`src/hdl/chess_macros.svh`:
```
`ifndef CHESS_MACROS_SVH
`define CHESS_MACROS_SVH

// board geometry
`define BOARD_SQUARES 64
`define SIDE_LEN 8

// successor board store
`define MAX_MOVES 256
`define MOVE_ADDR_W 8

`endif

```
`src/hdl/chess_pkg.sv`:
```
`include "chess_macros.svh"

package chess_pkg;

   typedef enum logic [2:0] {
      piece_empty  = 3'd0,
      piece_pawn   = 3'd1,
      piece_knight = 3'd2,
      piece_bishop = 3'd3,
      piece_rook   = 3'd4,
      piece_queen  = 3'd5,
      piece_king   = 3'd6
   } piece_kind_e;

   typedef struct packed {
      logic        black;
      piece_kind_e kind;
   } piece_t;

   // square n at bits n*4, n = row*8 + col
   typedef piece_t [`BOARD_SQUARES-1:0] board_t;

   typedef union packed {
      logic [5:0] index;
      struct packed {
         logic [2:0] row;
         logic [2:0] col;
      } rc;
   } square_u;

   typedef struct packed {
      logic   valid;
      board_t board;
   } move_wr_t;

   typedef struct packed {
      logic signed [2:0] dr;
      logic signed [2:0] dc;
   } offset_t;

   // orthogonal rays 0..3, diagonal rays 4..7
   localparam offset_t dir_offs [8] = '{
      '{ 3'sd0,  3'sd1}, '{ 3'sd0, -3'sd1}, '{ 3'sd1,  3'sd0}, '{-3'sd1,  3'sd0},
      '{ 3'sd1,  3'sd1}, '{ 3'sd1, -3'sd1}, '{-3'sd1,  3'sd1}, '{-3'sd1, -3'sd1}
   };

   // slider ray range by piece kind
   localparam logic [3:0] slider_first [8] = '{4'd0, 4'd0, 4'd0, 4'd4, 4'd0, 4'd0, 4'd0, 4'd0};
   localparam logic [3:0] slider_count [8] = '{4'd0, 4'd0, 4'd0, 4'd4, 4'd4, 4'd8, 4'd0, 4'd0};

   localparam offset_t knight_offs [8] = '{
      '{-3'sd2, -3'sd1}, '{-3'sd1, -3'sd2}, '{ 3'sd1, -3'sd2}, '{ 3'sd2, -3'sd1},
      '{ 3'sd2,  3'sd1}, '{ 3'sd1,  3'sd2}, '{-3'sd1,  3'sd2}, '{-3'sd2,  3'sd1}
   };

   localparam offset_t king_offs [8] = dir_offs; // one step along every ray

endpackage

```
`src/hdl/legal_move_search.sv`:
```
`timescale 1ns/1ps
`include "chess_macros.svh"

module legal_move_search (
   input  logic                    clk,
   input  logic                    reset,
   input  logic                    gen_done,
   input  logic [`MOVE_ADDR_W:0]   count,
   input  logic                    white_to_move,
   output logic [`MOVE_ADDR_W-1:0] rd_addr,
   input  chess_pkg::board_t       rd_data,
   output logic                    req,
   output chess_pkg::board_t       test_board,
   output logic                    king_black,
   input  logic                    ack,
   input  logic                    in_check,
   output logic                    no_legal_move,
   output logic                    result_valid
);
   typedef enum logic [2:0] {s_idle, s_addr, s_load, s_ack, s_drop} srch_state_e;

   srch_state_e state;
   logic        legal;

   assign king_black = ~white_to_move; // test the mover's own king

   always_ff @(posedge clk)
   begin
      if (reset)
      begin
         state         <= s_idle;
         req           <= 1'b0;
         no_legal_move <= 1'b0;
         result_valid  <= 1'b0;
      end
      else
      begin
         result_valid <= 1'b0;
         case (state)
            s_idle:
               if (gen_done)
               begin
                  rd_addr <= '0;
                  if (count == '0)
                  begin
                     no_legal_move <= 1'b1; // nothing to try
                     result_valid  <= 1'b1;
                  end
                  else
                     state <= s_addr;
               end
            s_addr:
               state <= s_load; // store read latency
            s_load:
            begin
               test_board <= rd_data;
               req        <= 1'b1;
               state      <= s_ack;
            end
            s_ack:
               if (ack)
               begin
                  req   <= 1'b0;
                  legal <= !in_check;
                  state <= s_drop;
               end
            s_drop:
               if (!ack)
               begin
                  if (legal || {1'b0, rd_addr} == count - 1'b1)
                  begin
                     no_legal_move <= !legal;
                     result_valid  <= 1'b1;
                     state         <= s_idle;
                  end
                  else
                  begin
                     rd_addr <= rd_addr + 1'b1;
                     state   <= s_addr;
                  end
               end
            default:
               state <= s_idle;
         endcase
      end
   end

endmodule

```
`config.mk`:
```
export PLATFORM = sky130hd
export DESIGN_NAME = legal_move_search
export DESIGN_NICKNAME = d
export VERILOG_FILES = /design/src/hdl/chess_pkg.sv /design/src/hdl/legal_move_search.sv
export VERILOG_INCLUDE_DIRS = /design/src /design/src/hdl
export SDC_FILE = /design/constraint.sdc
export NUM_CORES = 1
export LEC_CHECK = 0
export BUFFER_PORTS_ARGS = -buffer_cell sky130_fd_sc_hd__buf_2
export CAP_MARGIN = 20
export CORE_AREA = 2 2 210 212
export CTS_CLUSTER_SIZE = 12
export DETAILED_ROUTE_END_ITERATION = 7
export DIE_AREA = 0 0 212 214
export GPL_ROUTABILITY_DRIVEN = 0
export PLACE_DENSITY_LB_ADDON = 0.08
export SYNTH_ARGS = -nofsm -noshare
export SYNTH_HDL_FRONTEND = slang
export SYNTH_SLANG_ARGS = --single-unit
```
`constraint.sdc`:
```
create_clock -name clk -period 34.3 [get_ports clk]
set_input_delay 5.145 -clock clk [delete_from_list [all_inputs] [get_ports clk]]
set_output_delay 5.145 -clock clk [all_outputs]
set_load 0.05 [all_outputs]
```
# Word-level counts from Yosys, hierarchy flattened
# Index checks and enable logic that the tools add are counted.
# totals
in_bits	271
wordCells	185
regBits	271
# op_classes
reduce_logical	13
eq_ne	12
bitwise_logic	2
addsub	2
muxes	22
# ops
cell	n
8-bit 2-to-1 mux	3
8-bit one-hot mux with 2 select lines	1
3-bit one-hot mux with 5 select lines	1
2-bit != test, second input constant	7
3-bit 2-to-1 mux	4
1-bit 2-to-1 mux	10
5-bit AND reduction	2
8-bit by 9-bit == test with 1-bit output	1
9-bit zero test	1
9-bit by 1-bit subtractor with 9-bit output, second input constant	1
8-bit by 1-bit adder with 8-bit output, second input constant	1
3-bit by 2-bit == test with 1-bit output, second input constant	2
1-bit one-hot mux with 2 select lines	3
2-bit AND reduction	2
4-bit AND reduction	1
2-bit nonzero test	2
3-bit by 1-bit == test with 1-bit output, second input constant	1
3-bit == test, second input constant	1
3-bit zero test	1
3-bit AND reduction	1
1-bit zero test	2
1-bit inverter	2
1-bit logical OR	1

# Longest topological paths before layout
# Gate-level depths: netlist of the first run.
# depth
ltp_word	6
mapped_depth	8
depth_no_buf	8

# Least setup slack after synthesis of the first run
# OpenSTA, ideal clock, no wires.
# synth_timing
kind	input -> register
start	input port reset
end	register test_board[0] in the netlist's numbering (enable)
path_slack_ps	10651
t_arrival_ps	22462
cell_stages	1
required_time_ps	33114
path_cell_list	nor3_1
# synth_between
elab_chain_len	2
# synth_lines
element	line_no	rtl
start: declaration	legal_move_search.sv:6	input logic reset,
1-bit inverter (no line)	n/a	
2-bit AND reduction (no line)	n/a	
end signal: assignment	legal_move_search.sv:56	test_board <= rd_data;
end: declaration	legal_move_search.sv:13	output chess_pkg::board_t test_board,
# No other way between the ends.
# A chain may end at the register's enable or synchronous reset.

# Worst setup path in the final report of the first run
# layout_timing
start	input port white_to_move
end	output port king_black
# layout_between
elab_chain_len	1
# layout_lines
element	line_no	rtl
start: declaration	legal_move_search.sv:9	input logic white_to_move,
1-bit inverter	legal_move_search.sv:25	assign king_black = ~white_to_move;
end: declaration	legal_move_search.sv:14	output logic king_black,
# No other way between the ends.

==> results of run 1 <==
-- power by group --
part | switching [mW] | internal, mW
clock | 0.139 | 0.212
combinational | 0.103 | 0.0277
sequential | 0.00641 | 0.393
total | 0.248 | 0.632
-- cells by family after synthesis --
family                   share of synthesized area
AND/OR/NAND/NOR                             0.0351
multiplexers                               0.00229
flip-flops                                   0.925
AO/OA/AOI/OAI                               0.0156
XOR/XNOR                                    0.0130
buffers and inverters                      0.00644
adder cells (fa/ha/maj)                    0.00286
-- state kept, by name, indices dropped and copies added (netlist names) --
register and count:
rd_addr 8, no_legal_move 1, legal 1, state 3, test_board 256, req 1, result_valid 1
-- worst max path at each step --
stage | start | to | slack (ns) | depth (start not counted)
finish | white_to_move | king_black | 23.63 | 3
global route | white_to_move | king_black | 23.61 | 3
CTS | white_to_move | king_black | 23.63 | 3
detailed placement | white_to_move | king_black | 23.63 | 3
global placement | white_to_move | king_black | 23.62 | 3
floorplan | reset | test_board[0] | 10.65 | 1
-- layout make-up --
| type | instances | area, um^2 |
|---|---|---|
| flip-flops and latches | 271 | 8080 |
| inverters | 9 | 33.8 |
| multi-input cells | 92 | 607 |
| repair buffers | 542 | 2720 |
| clock inverters | 18 | 168 |
| diodes | 2 | 5.00 |
| fillers | 4404 | 29600 |
| well taps | 585 | 732 |
| clock buffers | 43 | 916 |
-- placed cells by master, fill, tap and decap left out, drive strengths merged, types with 2 or more instances in the layout --
| cell type | Yosys | final |
|---|---|---|
| nor4 | 2 | 2 |
| or3 | 4 | 4 |
| diode | 0 | 2 |
| clkinv | 0 | 14 |
| nor2 | 15 | 15 |
| edfxtp | 265 | 265 |
| buf | 1 | 542 |
| bufinv | 0 | 3 |
| nand3 | 7 | 7 |
| nor3 | 4 | 4 |
| ha | 2 | 2 |
| and3 | 4 | 4 |
| xnor2 | 8 | 8 |
| nand2 | 6 | 6 |
| o211ai | 3 | 3 |
| o21ai | 4 | 4 |
| clkbuf | 3 | 43 |
| inv | 9 | 10 |
| a21oi | 5 | 5 |
| mux2i | 2 | 2 |
| nand2b | 7 | 7 |
| dfxtp | 6 | 6 |
| xor2 | 5 | 5 |
-- routing by layer --
layer,wire (um),part of all wire
met1,10300,0.35
met2,15300,0.52
met3,3220,0.11
met4,638,0.022
met5,60,0.0020
-- worst register-to-register path, cell delays in order (launching register included) --
cell and delay (ns):
dfxtp_1 0.40, nand2b_1 0.22, nor3_2 0.13, buf_4 0.79
buf_4 0.86
-- metrics by stage --
| step | hold WS [ns] | power (mW) | util |
|---|---|---|---|
| floorplan | 0.505 | 0.510 | - |
| global placement | 0.484 | 0.539 | 0.284 |
| detailed placement | 0.497 | 0.539 | 0.284 |
| CTS | 0.512 | 0.897 | 0.309 |
| global route | 0.561 | 0.915 | 0.309 |
| finish | 0.506 | 0.880 | 0.309 |
==> impl_metrics.py, run 1 <==
metrics = {
    "status": {
        "status": "complete, no violations",
    },
    "synthesis": {
        "yosys.area.top_type_share": 0.911,
        "synthFlopType": "edfxtp_1",
        "synth_nets": 649,
        "yosysWarnings": 0,
        "ys_seq_elements": 271,
        "ys_types": 35,
        "synthTopCellsByCount": "edfxtp_1, nor2_1, inv_1",
        "synth_most_common_cell": "edfxtp_1",
        "seq_area_frac_synth": 0.925,
        "ys_top_cells_by_area": "edfxtp_1, dfxtp_1, xnor2_1, nor2_1, nand2b_1",
        "synth_edf_count": 265,
        "netlist_area_um2": 8740,
        "synth-async-reset-ratio": 0,
        "netlist_instances": 376,
        "synth_area_leader_cell": "edfxtp_1",
        "synth_area_per_cell_um2": 23.2,
    },
    "drt": {
        "via_count": 5701,
        "ant_nets": 0,
        "via_per_inst": 3.65,
        "first_pass_iters": 4,
        "drtIter0Drc": 229,
        "wl_um": 29500,
        "post_drt_wl_per_cell_um": 18.9,
        "drc": 0,
    },
    "worst_setup_path": {
        "reg2reg_depth": 4,
        "crit_chain": "buf_2, inv_1, buf_2",
        "critPathTopFamily": "buffers and inverters",
        "cp-end-kind": "primary output",
        "cp.arrival_ns": 5.52,
        "crit_type": "input port to primary output",
        "critPathSlowestCell": "buf_2",
        "critical_path_buf_inv_count": 3,
        "slowest_delay_ns": 0.24,
        "worstReg2RegStart": "state[2]",
        "start_kind": "input port",
        "rr_endpoint": "test_board[163]",
        "worstPathMaxFanout": 1,
        "cpMostUsedCell": "buf_2",
        "required_ns": 29.15,
        "reg2reg_slack_ns": 31.49,
    },
    "cells_and_area": {
        "finalNonFillerCells": 1562,
        "areaGrowthSynthToFinish_pct": 51.8,
        "nets": 1223,
        "drive_above_1_share": 0.610,
        "design_area_um2": 13300,
    },
    "placement": {
        "pre_cts_ws_ns": 23.63,
        "postPlaceCellArea_um2": 12200,
        "io_buffer_count": 538,
        "dp.final_hpwl_um": 22800,
        "dp_cells": 1499,
    },
    "power": {
        "p_leak_nw": 5.38,
        "peakVddDrop_mv": 0.0278,
        "p_per_area_nw_per_um2": 66.3,
    },
    "run": {
        "drv_cap": 0,
    },
    "min_path": {
        "hold_end": "req",
        "hold_start": "req",
        "hold_class": "flop to flop",
        "holdPathStages": 2,
    },
    "sta": {
        "slew_viol_final": 0,
        "setup_slack_ns": 23.63,
        "max_freq_ghz": 0.0937,
        "setup_tns_ns": 0,
        "worst_slew_pin_slew_ns": 1.01,
        "setup_viol": 0,
        "min_period_over_period": 0.311,
        "fin_crit_ns": 10.67,
        "finalClockSkew_ns": 0.0156,
        "max_slew_margin": 0.325,
        "rsz0062_at_grt": "no",
        "hold_viol_final": 0,
    },
    "global_route": {
        "grt_use_met1": 0.126,
        "grt_use_met2": 0.225,
        "grtUsageTotal": 0.125,
        "top_usage_layer": "met2",
        "antenna_found_initial": 7,
        "met3_usage": 0.0598,
        "grt_pass1_vias": 5805,
        "overflow": 0,
        "grt_pass1_wl_um": 40200,
        "grt_max_degree": 73,
    },
    "clock_tree": {
        "ctsLongestPathBuffers": 3,
        "numCtsBuffers": 34,
        "cts_sinks": 271,
        "cts_setup_buffers": 0,
        "cts_resized": 0,
        "hold_buffers": 0,
        "clk_pin_slew_worst_paths_ns": 0.06,
        "cts_tree": "done",
        "clock_latency_ns": 0.52,
        "root_buffer": "clkbuf_16",
        "h-tree-depth": 2,
    },
    "floorplanning": {
        "die_area_um2": 45400,
        "rows": 76,
        "core_um2": 42900,
        "fp.dieW_um": 212,
        "initial_utilization": 0.204,
        "dieHeight_um": 214,
        "ioPinCount": 539,
    },
}
Note: power is estimated with default switching activity, not from simulation.
==> run 2: changes to the inputs <==
Settings changed: ABC_AREA set to 1.
Clock period 34.3 ns to 8.7 ns, I/O delays scaled along.
==> run 2 against run 1 <==
Synthesized cell count rose by 11%. Clock skew fell by 0.0046 ns. Non-clock buffer count did not move. Largest cell class unchanged. Critical endpoint is now test_board[245]. Clock power rose to 3.9 times the previous value. Critical path type is now input port to flop.
==> impl_metrics.py, run 2 <==
metrics = {
    "run": {
        "drv_cap": 0,
    },
    "cells_and_area": {
        "fin_util": 0.311,
        "final_common_cell": "buf_2",
        "nets": 1270,
        "drive_above_1_share": 0.601,
        "areaGrowthSynthToFinish_pct": 51.4,
        "largest_register": "test_board",
        "mostFrequentLayoutCells": "buf_2, edfxtp_1, nand2_1, clkbuf_16, inv_1",
        "num-fill-cells": 4361,
        "largest_reg_flops": 256,
        "top_regs": "test_board: 256 flops, rd_addr: 8 flops, state: 3 flops",
    },
    "synthesis": {
        "seq_area_frac_synth": 0.918,
        "synthFlopType": "edfxtp_1",
        "synth_nets": 692,
        "yosys.area.top_type_share": 0.904,
        "netlist_instances": 419,
        "synth_area_per_cell_um2": 21.0,
        "synthTopCellsByCount": "edfxtp_1, nand2_1, inv_1",
        "synth_most_common_cell": "edfxtp_1",
        "synth-async-reset-ratio": 0,
        "ys_seq_elements": 271,
        "netlist_area_um2": 8800,
        "ys_types": 27,
        "synth_edf_count": 265,
        "ys_top_cells_by_area": "edfxtp_1, nand2_1, dfxtp_1, inv_1, nand3_1",
        "synth_area_leader_cell": "edfxtp_1",
        "yosysWarnings": 0,
    },
    "status": {
        "status": "complete, no violations",
    },
    "power": {
        "p_per_area_nw_per_um2": 248,
        "peakVddDrop_mv": 0.151,
        "p_leak_nw": 5.49,
    },
    "drt": {
        "drtIter0Drc": 247,
        "wl_um": 28700,
        "via_count": 5881,
        "post_drt_wl_per_cell_um": 17.9,
        "via_per_inst": 3.66,
        "drc": 0,
        "ant_nets": 0,
        "first_pass_iters": 6,
    },
    "global_route": {
        "grt_pass1_wl_um": 40500,
        "overflow": 0,
        "grt_max_degree": 76,
        "grtUsageTotal": 0.123,
        "antenna_found_initial": 5,
        "grt_pass1_vias": 6196,
    },
    "clock_tree": {
        "h-tree-depth": 2,
        "ctsLongestPathBuffers": 3,
        "cts_setup_buffers": 0,
        "root_buffer": "clkbuf_16",
        "clk_pin_slew_worst_paths_ns": 0.05,
        "hold_buffers": 0,
        "cts_resized": 0,
        "clock_latency_ns": 0.52,
        "cts_tree": "done",
        "numCtsBuffers": 34,
        "cts_sinks": 271,
    },
    "floorplanning": {
        "initial_utilization": 0.205,
        "die_area_um2": 45400,
        "ioPinCount": 539,
        "dieHeight_um": 214,
        "fp.dieW_um": 212,
        "core_um2": 42900,
        "rows": 76,
    },
    "worst_setup_path": {
        "cp.arrival_ns": 3.18,
        "critical_path_buf_inv_count": 3,
        "critPathTopFamily": "buffers and inverters",
        "crit_type": "input port to flop",
        "required_ns": 8.83,
        "cp-end-kind": "flop",
        "crit_chain": "buf_2, nor2_4, buf_4, buf_4",
        "start_kind": "input port",
        "slowest_delay_ns": 0.88,
        "cpMostUsedCell": "buf_4",
        "critPathSlowestCell": "buf_4",
        "worstPathMaxFanout": 75,
    },
    "sta": {
        "slew_viol_final": 0,
        "setup_viol": 0,
        "setup_tns_ns": 0,
        "max_slew_margin": 0.339,
        "min_period_over_period": 0.350,
        "fin_crit_ns": 3.05,
        "hold_viol_final": 0,
        "finalClockSkew_ns": 0.0110,
        "rsz0062_at_grt": "no",
        "worst_slew_pin_slew_ns": 0.992,
        "max_freq_ghz": 0.328,
    },
    "placement": {
        "io_buffer_count": 538,
        "dp.final_hpwl_um": 22500,
    },
    "min_path": {
        "hold_class": "flop to flop",
    },
}
[run 2: area by class of cell]
cell class | instances | area (um^2) | area share
sequential | 271 | 8080 | 0.606
timing repair buffer | 542 | 2720 | 0.204
clock buffer | 47 | 963 | 0.0723
tap | 585 | 732 | 0.0549
multi-input combinational | 119 | 622 | 0.0467
inverter | 29 | 109 | 0.00817
clock inverter | 11 | 100 | 0.00751
antenna | 1 | 2.50 | 0.000188
[run 2: final timing paths]
check	from	slack [ns]	to	cells after the start
worst max register to register	state[2]	6.05	test_board[245]	5
worst min register to register	no_legal_move	0.46	no_legal_move	2
worst min-delay path	no_legal_move	0.46	no_legal_move	2
worst max-delay path	reset	5.65	test_board[245]	4
[run 2: per-layer routing]
metal  routed length, um  vias to the layer above  track usage
li1                    -                     2745            -
met1                9910                     2738        0.125
met2               14600                      329        0.215
met3                3410                       61       0.0635
met4                 793                        8       0.0455
met5                  44                        -            0
[run 2: through the flow]
step / total power, mW / cells / cell area [um^2] / worst slack (ns) / hold slack, ns
after detailed placement: 1.99 / 1546 / 12300 / 5.05 / 0.451
after floorplan: 1.85 / 419 / 8800 / 0.233 / 0.531
after CTS: 3.37 / 1604 / 13300 / 5.63 / 0.463
after global routing: 3.44 / 1605 / 13300 / 5.48 / 0.505
final: 3.31 / 1605 / 13300 / 5.65 / 0.464
after global placement: 1.99 / 1546 / 12300 / 5.05 / 0.446
[run 2: power by group]
part / switching [mW] / total (mW) / internal [mW]
combinational: 0.320 / 0.415 / 0.0948
clock: 0.519 / 1.35 / 0.829
sequential: 0.0217 / 1.54 / 1.52
[run 2: kinds of logic (layout without fill, tap and decap cells)]
family,count (synthesis),after routing,share of synthesized area
AO/OA/AOI/OAI,21,21,0.0146
XOR/XNOR,4,4,0.00398
adder cells (fa/ha/maj),2,2,0.00284
buffers and inverters,29,629,0.0124
flip-flops,271,271,0.918
other,0,1,0
AND/OR/NAND/NOR,92,92,0.0483
[run 2: worst register-to-register path: cells and delay by family (launching register included)]
kind          cells  cell delay [ns]
buf+inv           2             1.56
flops             1             0.32
simple gates      3             0.32
