<file path="src/hdl/chess_macros.svh">
`ifndef CHESS_MACROS_SVH
`define CHESS_MACROS_SVH

// board geometry
`define BOARD_SQUARES 64
`define SIDE_LEN 8

// successor board store
`define MAX_MOVES 256
`define MOVE_ADDR_W 8

`endif

</file>
<file path="src/hdl/chess_pkg.sv">
`include "chess_macros.svh"

package chess_pkg;

   typedef enum logic [2:0] {
      piece_empty  = 3'd0,
      piece_pawn   = 3'd1,
      piece_knight = 3'd2,
      piece_bishop = 3'd3,
      piece_rook   = 3'd4,
      piece_queen  = 3'd5,
      piece_king   = 3'd6
   } piece_kind_e;

   typedef struct packed {
      logic        black;
      piece_kind_e kind;
   } piece_t;

   // square n at bits n*4, n = row*8 + col
   typedef piece_t [`BOARD_SQUARES-1:0] board_t;

   typedef union packed {
      logic [5:0] index;
      struct packed {
         logic [2:0] row;
         logic [2:0] col;
      } rc;
   } square_u;

   typedef struct packed {
      logic   valid;
      board_t board;
   } move_wr_t;

   typedef struct packed {
      logic signed [2:0] dr;
      logic signed [2:0] dc;
   } offset_t;

   // orthogonal rays 0..3, diagonal rays 4..7
   localparam offset_t dir_offs [8] = '{
      '{ 3'sd0,  3'sd1}, '{ 3'sd0, -3'sd1}, '{ 3'sd1,  3'sd0}, '{-3'sd1,  3'sd0},
      '{ 3'sd1,  3'sd1}, '{ 3'sd1, -3'sd1}, '{-3'sd1,  3'sd1}, '{-3'sd1, -3'sd1}
   };

   // slider ray range by piece kind
   localparam logic [3:0] slider_first [8] = '{4'd0, 4'd0, 4'd0, 4'd4, 4'd0, 4'd0, 4'd0, 4'd0};
   localparam logic [3:0] slider_count [8] = '{4'd0, 4'd0, 4'd0, 4'd4, 4'd4, 4'd8, 4'd0, 4'd0};

   localparam offset_t knight_offs [8] = '{
      '{-3'sd2, -3'sd1}, '{-3'sd1, -3'sd2}, '{ 3'sd1, -3'sd2}, '{ 3'sd2, -3'sd1},
      '{ 3'sd2,  3'sd1}, '{ 3'sd1,  3'sd2}, '{-3'sd1,  3'sd2}, '{-3'sd2,  3'sd1}
   };

   localparam offset_t king_offs [8] = dir_offs; // one step along every ray

endpackage

</file>
<file path="src/hdl/check_detector.sv">
`timescale 1ns/1ps
`include "chess_macros.svh"

module check_detector (
   input  logic              clk,
   input  logic              reset,
   input  logic              req,
   input  chess_pkg::board_t test_board,
   input  logic              king_black,
   output logic              ack,
   output logic              in_check
);
   import chess_pkg::*;

   typedef enum logic [2:0] {c_idle, c_find, c_near, c_ray, c_hold} chk_state_e;

   chk_state_e        state;
   square_u           king_sq, found_sq, ray_sq;
   logic              found, near_hit, ray_in, ray_hit;
   logic [2:0]        k;
   logic signed [4:0] kr, kc, cur_r, cur_c, pawn_dr;
   piece_t            own_king, foe_knight, foe_king, foe_pawn, ray_pc;

   function automatic logic holds(input board_t b, input logic signed [4:0] r,
                                  input logic signed [4:0] c, input piece_t p);
      square_u s;
      s.rc.row = r[2:0];
      s.rc.col = c[2:0];
      return r >= 0 && r < `SIDE_LEN && c >= 0 && c < `SIDE_LEN && b[s.index] == p;
   endfunction

   assign own_king   = '{black: king_black, kind: piece_king};
   assign foe_knight = '{black: ~king_black, kind: piece_knight};
   assign foe_king   = '{black: ~king_black, kind: piece_king};
   assign foe_pawn   = '{black: ~king_black, kind: piece_pawn};
   assign pawn_dr    = king_black ? -5'sd1 : 5'sd1; // white pawns sit below a black king

   always_comb
   begin
      found          = 1'b0;
      found_sq.index = '0;
      for (int s = 0; s < `BOARD_SQUARES; s++)
         if (test_board[s] == own_king)
         begin
            found          = 1'b1;
            found_sq.index = s[5:0];
         end

      kr = $signed({2'b00, king_sq.rc.row});
      kc = $signed({2'b00, king_sq.rc.col});

      near_hit = holds(test_board, kr + pawn_dr, kc - 5'sd1, foe_pawn) ||
                 holds(test_board, kr + pawn_dr, kc + 5'sd1, foe_pawn);
      for (int i = 0; i < 8; i++)
         near_hit = near_hit ||
            holds(test_board, kr + knight_offs[i].dr, kc + knight_offs[i].dc, foe_knight) ||
            holds(test_board, kr + king_offs[i].dr, kc + king_offs[i].dc, foe_king);

      ray_sq.rc.row = cur_r[2:0];
      ray_sq.rc.col = cur_c[2:0];
      ray_pc        = test_board[ray_sq.index];
      ray_in        = cur_r >= 0 && cur_r < `SIDE_LEN && cur_c >= 0 && cur_c < `SIDE_LEN;
      ray_hit       = ray_pc.black != king_black &&
                      (ray_pc.kind == piece_queen ||
                       (k[2] ? ray_pc.kind == piece_bishop : ray_pc.kind == piece_rook));
   end

   always_ff @(posedge clk)
   begin
      if (reset)
      begin
         state    <= c_idle;
         ack      <= 1'b0;
         in_check <= 1'b0;
      end
      else
         case (state)
            c_idle:
               if (req)
                  state <= c_find;
            c_find:
            begin
               king_sq <= found_sq;
               if (!found)
               begin
                  in_check <= 1'b1; // missing king counts as lost
                  ack      <= 1'b1;
                  state    <= c_hold;
               end
               else
                  state <= c_near;
            end
            c_near:
               if (near_hit)
               begin
                  in_check <= 1'b1;
                  ack      <= 1'b1;
                  state    <= c_hold;
               end
               else
               begin
                  k     <= 3'd0;
                  cur_r <= kr + dir_offs[0].dr;
                  cur_c <= kc + dir_offs[0].dc;
                  state <= c_ray;
               end
            c_ray:
               if (ray_in && ray_pc.kind == piece_empty)
               begin
                  cur_r <= cur_r + dir_offs[k].dr;
                  cur_c <= cur_c + dir_offs[k].dc;
               end
               else if (ray_in && ray_hit)
               begin
                  in_check <= 1'b1;
                  ack      <= 1'b1;
                  state    <= c_hold;
               end
               else if (k == 3'd7)
               begin
                  in_check <= 1'b0; // all rays clear
                  ack      <= 1'b1;
                  state    <= c_hold;
               end
               else
               begin
                  k     <= k + 3'd1;
                  cur_r <= kr + dir_offs[k + 3'd1].dr;
                  cur_c <= kc + dir_offs[k + 3'd1].dc;
               end
            c_hold:
               if (!req)
               begin
                  ack   <= 1'b0;
                  state <= c_idle;
               end
            default:
               state <= c_idle;
         endcase
   end

   a_ack_needs_req: assert property (@(posedge clk) disable iff (reset)
      $rose(ack) |-> req);

endmodule

</file>
<file path="config.mk">
export PLATFORM = sky130hd
export DESIGN_NAME = check_detector
export DESIGN_NICKNAME = d
export VERILOG_FILES = /design/src/hdl/chess_pkg.sv /design/src/hdl/check_detector.sv
export VERILOG_INCLUDE_DIRS = /design/src /design/src/hdl
export SDC_FILE = /design/constraint.sdc
export NUM_CORES = 1
export LEC_CHECK = 0
export ABC_CLOCK_PERIOD_IN_PS = 5500
export BUFFER_PORTS_ARGS = -buffer_cell sky130_fd_sc_hd__buf_2
export CAP_MARGIN = 20
export CORE_MARGIN = 5
export CORE_UTILIZATION = 45
export CTS_BUF_LIST = sky130_fd_sc_hd__clkbuf_4
export DETAILED_ROUTE_END_ITERATION = 8
export MAX_ROUTING_LAYER = met4
export PLACE_DENSITY_LB_ADDON = 0.12
export SYNTH_ARGS = -nofsm -noshare
export SYNTH_HDL_FRONTEND = slang
export SYNTH_SLANG_ARGS = --single-unit
export TNS_END_PERCENT = 20
</file>
<file path="constraint.sdc">
create_clock -name clk -period 5.5 [get_ports clk]
set_input_delay 0.55 -clock clk [delete_from_list [all_inputs] [get_ports clk]]
set_output_delay 0.55 -clock clk [all_outputs]
set_load 0.01 [all_outputs]
</file>
## Word-level counts from Yosys, hierarchy flattened

Memories as Yosys holds them, arrays and structs flattened.
Index checks and enable logic that the tools add are counted.

| storage, ports and cells | value |
|---|---|
| memories | 2 |
| input bits | 260 |
| output and inout port bits | 2 |
| word-level logic and storage cells | 488 |
| register bits after elaboration | 24 |
| ROM bits | 96 |

| cells by class | value |
|---|---|
| reduce and logical (&&, ||, !) cells | 100 |
| multiplexer cells | 204 |
| equal/unequal tests | 102 |
| $add $sub $neg | 15 |
| bitwise logic cells | 4 |
| magnitude comparators | 49 |

Memory list:

| name | words | width | rd ports | clocked after memory_dff | write ports | RTL line | RTL |
|---|---|---|---|---|---|---|---|
| (no name shown) | 8 | 6 | 1 | 0 | 0 | check_detector.sv:129 | `cur_c <= kc + dir_offs[k + 3'd1].dc;` |
| (no name shown) | 8 | 6 | 1 | 0 | 0 | check_detector.sv:111 | `cur_c <= cur_c + dir_offs[k].dc;` |

Operators by type and width:

| cell | number |
|---|---|
| binary-select mux 4 bit (select 6 bit) | 19 |
| equality test 4 bit | 82 |
| two-way mux 6 bit | 34 |
| < comparator 6 x 7 -> 1 bit (second input constant) | 19 |
| two-way mux 5 bit | 25 |
| two-way mux 4 bit | 27 |
| two-way mux 1 bit | 76 |
| logical AND 1 bit | 66 |
| two-way mux 3 bit | 15 |
| >= comparator 5 x 1 -> 1 bit (second input constant) | 8 |
| < comparator 5 bit (second input constant) | 8 |
| OR reduction 32 bit | 1 |
| one-hot mux 5 bit (2 select lines) | 2 |
| logical OR 1 bit | 18 |
| >= comparator 4 x 1 -> 1 bit (second input constant) | 4 |
| != test 2 bit (second input constant) | 8 |
| OR reduction 16 bit | 1 |
| one-hot mux 3 bit (5 select lines) | 1 |
| equality test 3 bit (second input constant) | 4 |
| < comparator 4 bit (second input constant) | 3 |
| AND reduction 6 bit | 2 |
| adder 4 x 1 -> 5 bit (second input constant) | 2 |
| adder 4 x 2 -> 5 bit (second input constant) | 2 |
| adder 4 x 3 -> 5 bit | 2 |
| other kinds (30) | 45 |

## Longest topological paths before layout

Gate-level depths: netlist of run 1.

| depth | value |
|---|---|
| depth in word-level cells | 67 |
| depth in mapped cells | 21 |
| depth with buffers taken out | 13 |

## Worst setup path before layout of run 1

Ideal clock, no wire load.

| path | value |
|---|---|
| path type | reg2reg |
| from | reg king_sq[0] (netlist name) |
| to | reg cur_c[0] (enable) |
| required time | 5.109 ns |
| library setup time | 0.391 ns |
| period minus slack after synthesis | 5.455 ns |
| arrival time | 5.064 ns |
| cell stages (with the launch flop) | 21 |
| buffers on the path | 7 |
| slack | 0.045 ns |
| cell sequence | edfxtp_1 -> buf_6 -> inv_4 -> buf_4 -> buf_2 -> buf_4 -> ha_1 -> ha_1 -> buf_2 -> buf_2 -> buf_2 -> mux2i_1 -> mux2i_1 -> a221oi_1 -> nor4b_1 -> mux2_2 -> o311ai_0 -> nor3_1 -> nor4_1 -> nand4_2 -> o21ai_0 |

| on the way | value |
|---|---|
| word-level cells in the longest chain between the ends | 24 |
| elaborated cells between the ends (all ways) | 144 |
| those cells by class | add/sub (5); order compare (12); eq/ne (19); mux (36); reduce/logical (72) |

RTL lines:

| what | RTL line | RTL |
|---|---|---|
| from (decl) | check_detector.sv:18 | `square_u king_sq, found_sq, ray_sq;` |
| from (signal assigned) | check_detector.sv:83 | `king_sq <= found_sq;` |
| subtractor 3 x 1 -> 4 bit or adder 3 x 1 -> 4 bit (tied branches) | - |  |
| binary-select mux 4 bit (select 6 bit) (tied with other cells) | check_detector.sv:29 | `` return r >= 0 && r < `SIDE_LEN && c >= 0 && c < `SIDE_LEN && b[s.index] == p; `` |
| two-way mux 4 bit (implied by the code) or logical AND 1 bit (tied branches) | check_detector.sv:29 |  |
| equality test 4 bit or logical AND 1 bit (tied branches) | - |  |
| logical AND 1 bit | check_detector.sv:29 |  |
| logical OR 1 bit | check_detector.sv:52 | `near_hit = holds(test_board, kr + pawn_dr, kc - 5'sd1, foe_pawn) \|\|` |
| logical OR 1 bit | check_detector.sv:55 | `near_hit = near_hit \|\|` |
| logical OR 1 bit | check_detector.sv:56 | `holds(test_board, kr + knight_offs[i].dr, kc + knight_offs[i].dc, foe_knight) \|\|` |
| [8 not listed] | - |  |
| logical OR 1 bit | check_detector.sv:55 |  |
| logical OR 1 bit | check_detector.sv:56 |  |
| logical OR 1 bit | check_detector.sv:55 |  |
| logical OR 1 bit | check_detector.sv:56 |  |
| logical OR 1 bit | check_detector.sv:55 |  |
| logical OR 1 bit * | check_detector.sv:56 |  |
| != test 2 bit (no source line) * | - |  |
| AND reduction 5 bit (no source line) * | - |  |
| to (signal assigned) | check_detector.sv:104 | `cur_c <= kc + dir_offs[0].dc;` |
| to (signal assigned) | check_detector.sv:111 |  |
| to (signal assigned) | check_detector.sv:129 |  |
| to (decl) | check_detector.sv:21 | `logic signed [4:0] kr, kc, cur_r, cur_c, pawn_dr;` |

Every way passes the cells marked *; elsewhere a longest branch is shown, timed or not. The select of a mux whose other input is x is not followed.
A chain may end at the register's enable or synchronous reset.

## Final worst setup path of run 1

| path | value |
|---|---|
| from | reg king_sq[0] (netlist name) |
| to | reg k[0] (enable) |

| on the way | value |
|---|---|
| word-level cells in the longest chain between the ends | 24 |
| elaborated cells between the ends (all ways) | 144 |
| those cells by class | add/sub (5); order compare (12); eq/ne (19); mux (36); reduce/logical (72) |

RTL lines:

| what | RTL line | RTL |
|---|---|---|
| subtractor 3 x 1 -> 4 bit or adder 3 x 1 -> 4 bit (tied branches) | - |  |
| binary-select mux 4 bit (select 6 bit) (tied with other cells) | check_detector.sv:29 |  |
| two-way mux 4 bit (implied by the code) or logical AND 1 bit (tied branches) | check_detector.sv:29 |  |
| equality test 4 bit or logical AND 1 bit (tied branches) | - |  |
| logical AND 1 bit | check_detector.sv:29 |  |
| logical OR 1 bit | check_detector.sv:52 |  |
| logical OR 1 bit | check_detector.sv:55 |  |
| logical OR 1 bit | check_detector.sv:56 |  |
| [8 not listed] | - |  |
| logical OR 1 bit | check_detector.sv:55 |  |
| logical OR 1 bit | check_detector.sv:56 |  |
| logical OR 1 bit | check_detector.sv:55 |  |
| logical OR 1 bit | check_detector.sv:56 |  |
| logical OR 1 bit | check_detector.sv:55 |  |
| logical OR 1 bit * | check_detector.sv:56 |  |
| != test 2 bit (no source line) * | - |  |
| AND reduction 6 bit (no source line) * | - |  |
| to (signal assigned) | check_detector.sv:127 | `k <= k + 3'd1;` |
| to (decl) | check_detector.sv:20 | `logic [2:0] k;` |

Marks and branches as above.

==> flow_summary_export.csv, run 1 <==
group,metric,value,unit
status,run_status,"finished clean",
clocking,clock_path_buffers,2,
synthesis,async_flop_share,0,
global_route,groute.layer.met1.usage,0.534,
sta,min_period,5160,ps
synthesis,yosys.area.top_type,"mux4_2",
route,dr.pass1.iters,6,
synthesis,synthFlopType,"edfxtp_1",
die,dieWidth,200,um
global_route,grt_overflow_total,0,
global_route,grtUsageMet2,0.612,
die,initial_core_util,0.456,
clocking,htree_num_levels,1,
finish,stdcell_area,0.0180,mm^2
synthesis,yosysSeqAreaShare,0.0413,
clocking,cts_tree,"yes",
sta,rsz0062_at_grt,"no",
synthesis,yosys_warnings,0,
clocking,clock_tree.root_cell,"clkbuf_4",
die,rows,69,
place,dp_hpwl,63.5,mm
clocking,cts_hold_buf,0,
die,ios,262,
synthesis,yosysTopAreaCellShare,0.321,
synthesis,syn_avg_cell_area,9.70,um^2
route,drt_iter0_markers,2520,
synthesis,synth_nets,1975,
finish,multi_input_area,0.0147,mm^2
global_route,antenna_found_initial,1,
sta,hold_viol,0,
worst_setup_path,reg2reg_depth,12,
die,dieArea,0.0400,mm^2
clocking,post_cts_buffers,0,
finish,fin_util,0.506,
finish,antenna_cells,0,
sta,setup-violations-final,0,
finish,layout-drive-gt1-share,0.349,
sta,totalNegativeSetupSlack,0,ps
die,die_h,200,um
worst_setup_path,arrival,5190,ps
hold_path,hp-class,"in2reg",
finish,final_common_cell,"buf_2",
sta,max_freq,0.194,GHz
worst_setup_path,end_kind,"flop",
clocking,post_cts_resized,0,
global_route,grt.busiest_layer,"met2",
clocking,clk_latency,360,ps
clocking,cts_made_buffers,3,
worst_setup_path,r2r_start,"king_sq[0]",
synthesis,syn_area,0.0162,mm^2
clocking,cts_sinks,24,
worst_setup_path,cp.required,5530,ps
sta,worst_pin_slew,1030,ps
clocking,path_clk_slew,160,ps
route,wl_per_cell,34.6,um
route,via_per_inst,7.67,
sta,fin_crit_sh,0.938,
worst_setup_path,rrSetupSlack,340,ps
synthesis,synth-edff-count,19,
sta,slew_violations,0,
route,ant_nets,0,
hold_path,whs_path_depth,4,
place,placed_area,0.0180,mm^2
global_route,grt_start_max_net_pins,101,
global_route,grt_pass1_vias,16700,
place,pre_cts_ws,405,ps
sta,final.setup.worst_slack,343,ps
finish,syn2layout_area_growth,10.9,%
pwr,irDropWorstVdd,0.0000871,V
synthesis,synth-seq-cells,24,
finish,nets,2174,
place,io_buffer_count,261,
finish,fill_cells,3414,
worst_setup_path,startpoint_type,"flop",
run,drv_cap,0,
die,coreArea,0.0356,mm^2
global_route,grt_pass1_wl,116,mm
sta,slew_headroom,0.308,
worst_setup_path,path_class,"reg2reg",
global_route,track_usage,0.400,
pwr,p_leak,6.73,nW
worst_setup_path,reg2reg_to,"k[0]",
route,drc_errors,0,
route,vias,17900,
hold_path,hold_start,"req",
synthesis,synth.area.top_cells,"mux4_2 32%, mux2i_1 6.5%, mux2_2 3.8%",
finish,seqCellArea,671,um^2
finish,layout_common_cells,"260 x buf_2, 231 x mux4_2, 107 x nor2_1, 106 x mux2i_1, 94 x nand2_1",
global_route,grt.met3_usage,0.0634,
sta,whs,542,ps
synthesis,ys_types,89,
place,routabilityCongestion,1.03,
worst_setup_path,path_max_fanout,100,
pwr,p_per_area,142,mW/mm^2
hold_path,min_to,"state[0]",
sta,skew,2.44,ps
route,wl,80.8,mm
synthesis,syn_inst,1674,
==> worst max path at each step <==
stage / cells after the start / endpoint / start
after floorplan: 20 / cur_c[0] / king_sq[0]
after global placement: 13 / cur_r[3] / king_sq[0]
after detailed placement: 12 / k[2] / king_sq[0]
after CTS: 12 / k[0] / king_sq[0]
after global routing: 12 / k[0] / king_sq[0]
final: 12 / k[0] / king_sq[0]
==> registers in the layout, indices dropped and copies added, names as in the netlist <==
signal,flops
k,3
in_check,1
ack,1
state,3
cur_c,5
cur_r,5
king_sq,6
==> synth_stat cells (10+ instances only) <==
| library cell | instances |
|---|---|
| mux4_2 | 231 |
| nor2_1 | 107 |
| mux2i_1 | 106 |
| nand2_1 | 94 |
| nor3_1 | 62 |
| xnor2_1 | 62 |
| buf_2 | 59 |
| mux2_2 | 55 |
| nand3b_1 | 55 |
| nor2b_1 | 46 |
| xor2_1 | 43 |
| a21oi_1 | 42 |
| ha_1 | 36 |
| o21ai_0 | 36 |
| a22oi_1 | 33 |
| clkbuf_1 | 33 |
| o22ai_1 | 30 |
| inv_1 | 28 |
| nand3_1 | 28 |
| nor4_1 | 21 |
| nor4bb_1 | 21 |
| a211oi_1 | 20 |
| nor4b_1 | 20 |
| buf_4 | 19 |
| edfxtp_1 | 19 |
| nor3b_1 | 19 |
| a221oi_1 | 17 |
| and2_1 | 15 |
| a311oi_1 | 14 |
| a2111oi_0 | 13 |
| and3_1 | 13 |
| nand2b_1 | 13 |
| nand4_1 | 13 |
| a22o_1 | 11 |
| a31oi_1 | 11 |
| o31ai_1 | 11 |
| and3b_1 | 10 |
| buf_1 | 10 |
| mux4_1 | 10 |
==> metal layers <==
metal / part of all wire / vias to the layer above
met5: 0 / -
met4: 0.056 / 0
met3: 0.12 / 216
met2: 0.45 / 1501
met1: 0.38 / 8823
li1: - / 7356
==> per-stage QoR <==
step                instances  total power [W]
floorplan                1674          0.00161
global placement         2329          0.00237
detailed placement       2329          0.00238
CTS                      2333          0.00248
global route             2333          0.00265
finish                   2333          0.00255
==> worst max-delay path, stage by stage (launching register included) <==
cell	delay, ps
edfxtp_1	510
buf_12	430
buf_12	410
nand2b_1	400
o311ai_0	290
o21a_1	270
a32oi_1	520
nor4_1	90
o41ai_1	430
a31oi_1	120
nor4_1	410
nand4_2	360
o21ai_0	480
==> area by class of cell <==
cell class              instances  area share
inverters                      32     0.00681
multi-input cells            1483       0.816
flip-flops and latches         24      0.0373
repair buffers                329       0.106
clock buffers                   3     0.00125
clock inverters                 1    0.000209
well taps                     461      0.0321
==> kinds of logic after synthesis <==
logic type / after synthesis / synth area share
xor gates and xnor gates: 107 / 0.0594
adders and majority gates: 41 / 0.0339
buffers and inverters: 167 / 0.0563
muxes: 403 / 0.442
DFF: 24 / 0.0413
and+or+nand+nor: 589 / 0.210
AOI/OAI and AO/OA: 343 / 0.157
==> power by group <==
| part | switching, W | internal, W | total (W) |
|---|---|---|---|
| clock network | 0.0000680 | 0.0000269 | 0.0000949 |
| registers | 0.0000117 | 0.000209 | 0.000221 |
| logic | 0.00129 | 0.000938 | 0.00223 |
Power figures use the tool's default switching activity.
==> run 2, diff against run 1 <==
--- a/config.mk
+++ b/config.mk
@@ -6,7 +6,7 @@
 export SDC_FILE = /design/constraint.sdc
 export NUM_CORES = 1
 export LEC_CHECK = 0
-export ABC_CLOCK_PERIOD_IN_PS = 5500
+export ABC_CLOCK_PERIOD_IN_PS = 4400
 export BUFFER_PORTS_ARGS = -buffer_cell sky130_fd_sc_hd__buf_2
 export CAP_MARGIN = 20
 export CORE_MARGIN = 5
==> constraint.sdc (replaced) <==
create_clock -name clk -period 4.4 [get_ports clk]
set_input_delay 0.44 -clock clk [delete_from_list [all_inputs] [get_ports clk]]
set_output_delay 0.44 -clock clk [all_outputs]
set_load 0.01 [all_outputs]
==> run 2 against run 1 <==
Net effect:
- clock power is 78% higher
- sequential power up 25%
- routed wire length up 4.1%
==> flow_summary_export.csv, run 2 (synthesized netlist as in run 1, its figures left out) <==
group,metric,value,unit
status,run_status,"finished clean",
clocking,cts_made_buffers,3,
clocking,cts_tree,"yes",
finish,regMostFlops,"king_sq",
route,drc_errors,0,
finish,layout_common_cells,"260 x buf_2, 232 x mux4_2, 159 x buf_4, 107 x nor2_1, 102 x mux2i_1",
sta,slew_violations,0,
finish,final_common_cell,"buf_2",
die,coreArea,0.0356,mm^2
sta,totalNegativeSetupSlack,0,ps
die,initial_core_util,0.456,
clocking,clock_tree.root_cell,"clkbuf_4",
hold_path,min_to,"state[0]",
sta,min_period,4390,ps
sta,slew_headroom,0.269,
finish,nets,2299,
pwr,p_per_area,185,mW/mm^2
route,drt_iter0_markers,2349,
sta,rsz0062_at_grt,"yes",
route,ant_nets,0,
worst_setup_path,path_class,"reg2reg",
clocking,cts_hold_buf,0,
worst_setup_path,startpoint_type,"flop",
sta,max_freq,0.228,GHz
run,drv_cap,0,
pwr,intPower,0.00178,W
route,vias,18400,
worst_setup_path,end_kind,"flop",
worst_setup_path,cp.required,4510,ps
clocking,htree_num_levels,1,
place,io_buffer_count,261,
route,dr.pass1.iters,7,
sta,fin_crit_sh,0.997,
hold_path,whs_path_depth,4,
sta,skew,11.0,ps
worst_setup_path,rrSetupSlack,10,ps
global_route,grt_overflow_total,0,
pwr,combPwrFrac,0.876,
place,routabilityCongestion,1.04,
die,dieArea,0.0400,mm^2
pwr,netSwitchingFraction,0.506,
route,via_per_inst,7.49,
clocking,cts_sinks,24,
die,rows,69,
clocking,clk_latency,330,ps
pwr,p_switching,0.00182,W
finish,stdcell_area,0.0195,mm^2
place,placed_area,0.0190,mm^2
global_route,grt_start_max_net_pins,49,
pwr,seqPwrFrac,0.077,
die,ios,262,
pwr,irDropWorstVdd,0.000121,V
place,dp_hpwl,66.0,mm
global_route,antenna_found_initial,3,
global_route,track_usage,0.416,
die,dieWidth,200,um
finish,layout-drive-gt1-share,0.405,
pwr,total_power,0.00360,W
finish,reg.largest.list,"king_sq x6, cur_c x5, cur_r x5",
route,wl_per_cell,34.2,um
route,wl,84.1,mm
worst_setup_path,arrival,4500,ps
sta,worst_pin_slew,1090,ps
worst_setup_path,reg2reg_to,"cur_r[3]",
clocking,clock_path_buffers,2,
die,die_h,200,um
clocking,path_clk_slew,160,ps
sta,hold_viol,0,
hold_path,hold_start,"req",
pwr,p_leak,7.52,nW
global_route,grt_pass1_vias,17700,
global_route,grt_pass1_wl,121,mm
finish,largest_reg_flops,6,
sta,setup-violations-final,0,
hold_path,hp-class,"in2reg",
worst_setup_path,reg2reg_depth,15,
finish,syn2layout_area_growth,20.1,%
pwr,pwr-share-clk,0.047,
worst_setup_path,path_max_fanout,13,
worst_setup_path,r2r_start,"king_sq[0]",
-- run 2: cell count changes in the layout (fill, tap and decap cells not counted), sizes merged --
cell    change
buf       +121
clkbuf      +3
bufinv      +1
bufbuf      +1
diode       +3
clkinv      -1
-- run 2: critical path, cell delays in order (launching register included) --
cell and delay (ps):
edfxtp_1 500, buf_6 200, ha_4 200, xor2_4 310, bufbuf_16 380, mux4_2 300
mux2i_1 340, and2_1 260, or4b_2 590, nor3b_1 170, o32ai_1 300, o41ai_2 140
nand4_2 120, buf_6 140, o21ai_4 60, buf_12 140
-- run 2: final cells by class --
type | instances | area (um^2)
Antenna cell | 3 | 7.51
Clock buffer | 3 | 22.5
Clock inverter | 1 | 30.0
Fill cell | 3267 | 16100
Inverter | 32 | 124
Multi-Input combinational cell | 1483 | 14900
Sequential cell | 24 | 671
Tap cell | 461 | 577
Timing Repair Buffer | 454 | 3190
-- run 2: worst max-delay path by stage --
stage	cells after the start	startpoint	endpoint	slack, ps
floorplan	18	king_sq[0]	cur_c[0]	2
global placement	14	king_sq[0]	cur_r[4]	-170
detailed placement	13	king_sq[0]	k[1]	-200
CTS	16	king_sq[0]	cur_r[3]	0.9
global route	17	king_sq[0]	cur_r[4]	-60
finish	15	king_sq[0]	cur_r[3]	10
-- run 2: timing repair --
| action | 4_1_cts | 5_1_grt |
|---|---|---|
| setup endpoints to repair | 18 | 18 |
| cloned | 1 | 3 |
| pin swaps | 4 | 3 |
| setup buffers | 6 | 5 |
| resized for setup | 7 | 42 |
-- run 2: stage by stage --
step	util	hold slack [ps]	setup WS, ps	instances
CTS	0.539	474	0.880	2450
detailed placement	0.533	619	-204	2439
global placement	0.533	611	-166	2439
floorplan	-	552	1.53	1674
finish	0.548	491	14.6	2461
global route	0.548	503	-58.5	2461
-- run 2: power by group through the flow --
| stage | combinational [W] | sequential [W] | clock [W] |
|---|---|---|---|
| final | 0.00315 | 0.000276 | 0.000169 |
| after global routing | 0.00328 | 0.000277 | 0.000175 |
| after CTS | 0.00299 | 0.000275 | 0.000168 |
| after detailed placement | 0.00293 | 0.000280 | 0 |
| after global placement | 0.00291 | 0.000280 | 0 |
| after floorplan | 0.00177 | 0.000279 | 0 |
-- run 2: metal layers --
metal | routed length [um] | vias up | track usage | part of all wire
met1 | 31000 | 9073 | 0.520 | 0.37
li1 | - | 7601 | - | -
met3 | 9080 | 284 | 0.0685 | 0.11
met5 | 0 | - | - | 0
met4 | 6110 | 0 | 0.213 | 0.073
met2 | 37900 | 1484 | 0.655 | 0.45
==> run 3, diff against run 2 <==
--- a/config.mk
+++ b/config.mk
@@ -9,8 +9,10 @@
 export ABC_CLOCK_PERIOD_IN_PS = 4400
 export BUFFER_PORTS_ARGS = -buffer_cell sky130_fd_sc_hd__buf_2
 export CAP_MARGIN = 20
+export CELL_PAD_IN_SITES_DETAIL_PLACEMENT = 0
+export CELL_PAD_IN_SITES_GLOBAL_PLACEMENT = 1
 export CORE_MARGIN = 5
-export CORE_UTILIZATION = 45
+export CORE_UTILIZATION = 42
 export CTS_BUF_LIST = sky130_fd_sc_hd__clkbuf_4
 export DETAILED_ROUTE_END_ITERATION = 8
 export MAX_ROUTING_LAYER = met4
==> run 3 against run 2 <==
Net effect:
- cell area is 0.53% higher
- routed wire length is 0.44% higher
- non-clock buffer count is 12 higher
- clock skew is 6.9 ps lower
- critical path depth is 4 higher
- clock-buffer cell count stayed put
- sequential power hardly changed
- die area is 6.8% higher
- largest cell class unchanged
- highest routed layer unchanged
==> flow_summary_export.csv, run 3 (synthesized netlist as in run 1, its figures left out) <==
group,metric,value,unit
sta,totalNegativeSetupSlack,0,ps
route,via_per_inst,7.24,
pwr,netSwitchingFraction,0.502,
run,drv_cap,0,
worst_setup_path,path_class,"reg2reg",
route,dr.pass1.iters,7,
finish,layout.cells.non_filler,2528,
worst_setup_path,startpoint,"king_sq[0]",
worst_setup_path,critPathMaxStageDelay,730,ps
worst_setup_path,path_common_cell,"buf_4",
worst_setup_path,reg2reg_to,"cur_c[3]",
die,die_h,207,um
clocking,clk_latency,330,ps
worst_setup_path,end_kind,"flop",
status,run_status,"finished clean",
worst_setup_path,r2r_start,"king_sq[0]",
die,dieWidth,207,um
finish,regMostFlops,"king_sq",
route,drc_errors,0,
finish,reg.largest.list,"king_sq x6, cur_c x5, cur_r x5",
finish,fin_util,0.509,
sta,max_freq,0.230,GHz
place,dp_hpwl,67.2,mm
route,wl_per_cell,33.4,um
worst_setup_path,cp_num_cells,19,
die,coreArea,0.0385,mm^2
hold_path,hold_start,"req",
clocking,cts_tree,"yes",
global_route,grt_overflow_total,0,
finish,final_common_cell,"buf_2",
clocking,htree_num_levels,1,
sta,fin_crit_sh,0.988,
sta,slew_violations,0,
sta,skew,4.10,ps
worst_setup_path,cp_slowest_cell,"a2111oi_0",
die,rows,72,
worst_setup_path,cp_top_family,"compound AO/OA/AOI/OAI gates",
die,ios,262,
sta,rsz0062_at_grt,"yes",
finish,layout-drive-gt1-share,0.408,
worst_setup_path,endpoint,"cur_c[3]",
global_route,track_usage,0.393,
sta,setup-violations-final,0,
pwr,intPower,0.00180,W
global_route,grt_pass1_wl,122,mm
clocking,cts_hold_buf,0,
worst_setup_path,rrSetupSlack,50,ps
route,drt_iter0_markers,2162,
route,ant_nets,0,
pwr,combPwrFrac,0.877,
pwr,p_switching,0.00181,W
route,vias,18300,
clocking,cts_made_buffers,3,
clocking,path_clk_slew,150,ps
pwr,pwr-share-clk,0.047,
clocking,clock_tree.root_cell,"clkbuf_4",
pwr,seqPwrFrac,0.076,
worst_setup_path,path_max_fanout,19,
finish,syn2layout_area_growth,20.7,%
sta,worst_pin_slew,912,ps
global_route,grt_start_max_net_pins,70,
die,initial_core_util,0.422,
clocking,clock_path_buffers,2,
finish,nets,2311,
finish,layout_common_cells,"260 x buf_2, 231 x mux4_2, 169 x buf_4, 107 x nor2_1, 102 x mux2i_1",
sta,hold_viol,0,
place,dp.cells,2504,
finish,largest_reg_flops,6,
worst_setup_path,reg2reg_depth,19,
worst_setup_path,arrival,4470,ps
sta,min_period,4350,ps
hold_path,hp-class,"in2reg",
route,wl,84.4,mm
pwr,p_per_area,184,mW/mm^2
sta,slew_headroom,0.388,
global_route,antenna_found_initial,0,
place,routabilityCongestion,1.02,
worst_setup_path,critical_path_buf_inv_count,9,
pwr,p_leak,7.54,nW
global_route,grt_pass1_vias,17900,
pwr,irDropWorstVdd,0.000109,V
place,io_buffer_count,261,
worst_setup_path,startpoint_type,"flop",
clocking,cts_sinks,24,
die,dieArea,0.0427,mm^2
worst_setup_path,cp.required,4520,ps
worst_setup_path,cp_cell_sequence,"buf_4 > inv_4 > ha_4 > buf_4 > buf_12 > buf_4 > nand2b_2 > a2111oi_0 > a211oi_2 > buf_4 > o22ai_1 > nand4_1 > a41oi_1 > nor4_1 > buf_4 > nand4_2 > buf_6 > o21ai_4 > buf_12",
[run 3: changes by cell type in the layout (fill, tap and decap cells not counted), sizes merged]
cell and delta:
clkbuf -2, buf +14, diode -2
[run 3: power by group through the flow]
stage	clock network [W]	logic (W)	registers (W)
after floorplan	0	0.00177	0.000279
after global placement	0	0.00293	0.000281
after detailed placement	0	0.00295	0.000281
after CTS	0.000170	0.00302	0.000276
after global routing	0.000178	0.00330	0.000277
final	0.000169	0.00316	0.000276
[run 3: metrics by stage]
step | area [um^2] | setup WS (ps) | hold WS [ps] | power [W]
global placement | 19100 | -114 | 626 | 0.00321
detailed placement | 19100 | -95.9 | 612 | 0.00323
finish | 19600 | 52.5 | 457 | 0.00361
floorplan | 16400 | 1.53 | 552 | 0.00205
CTS | 19400 | 8.49 | 457 | 0.00347
global route | 19600 | -29.1 | 504 | 0.00375
[run 3: layer usage]
layer	global-route usage	routed length (um)	vias to the layer above
met5	-	0	-
met4	0.211	6110	0
met3	0.0578	7840	287
met2	0.628	38800	1307
met1	0.481	31700	9090
li1	-	-	7629
[run 3: layout make-up]
type,instances,area [um^2]
diodes,1,2.50
clock buffers,3,22.5
clock inverters,1,30.0
fillers,3734,18900
inverters,32,124
multi-input cells,1483,14800
flip-flops and latches,24,671
well taps,518,648
repair buffers,466,3250
[run 3: worst min-delay path by stage]
stage | to | depth (start not counted)
finish | state[0] | 4
CTS | state[0] | 4
detailed placement | state[1] | 2
global placement | state[0] | 2
floorplan | state[0] | 2
global route | state[0] | 4
[run 3: what timing repair did]
item / CTS / global route
pin swaps: 5 / 3
gates cloned: 1 / 0
buffers inserted: 9 / 9
endpoints found under the setup margin: 18 / 18
resized for setup: 16 / 38
[run 3: tightest hold or removal path, stage by stage]
cell and delay, ps:
buf_2 90, and3_1 140, a31oi_1 40, o21ai_0 50
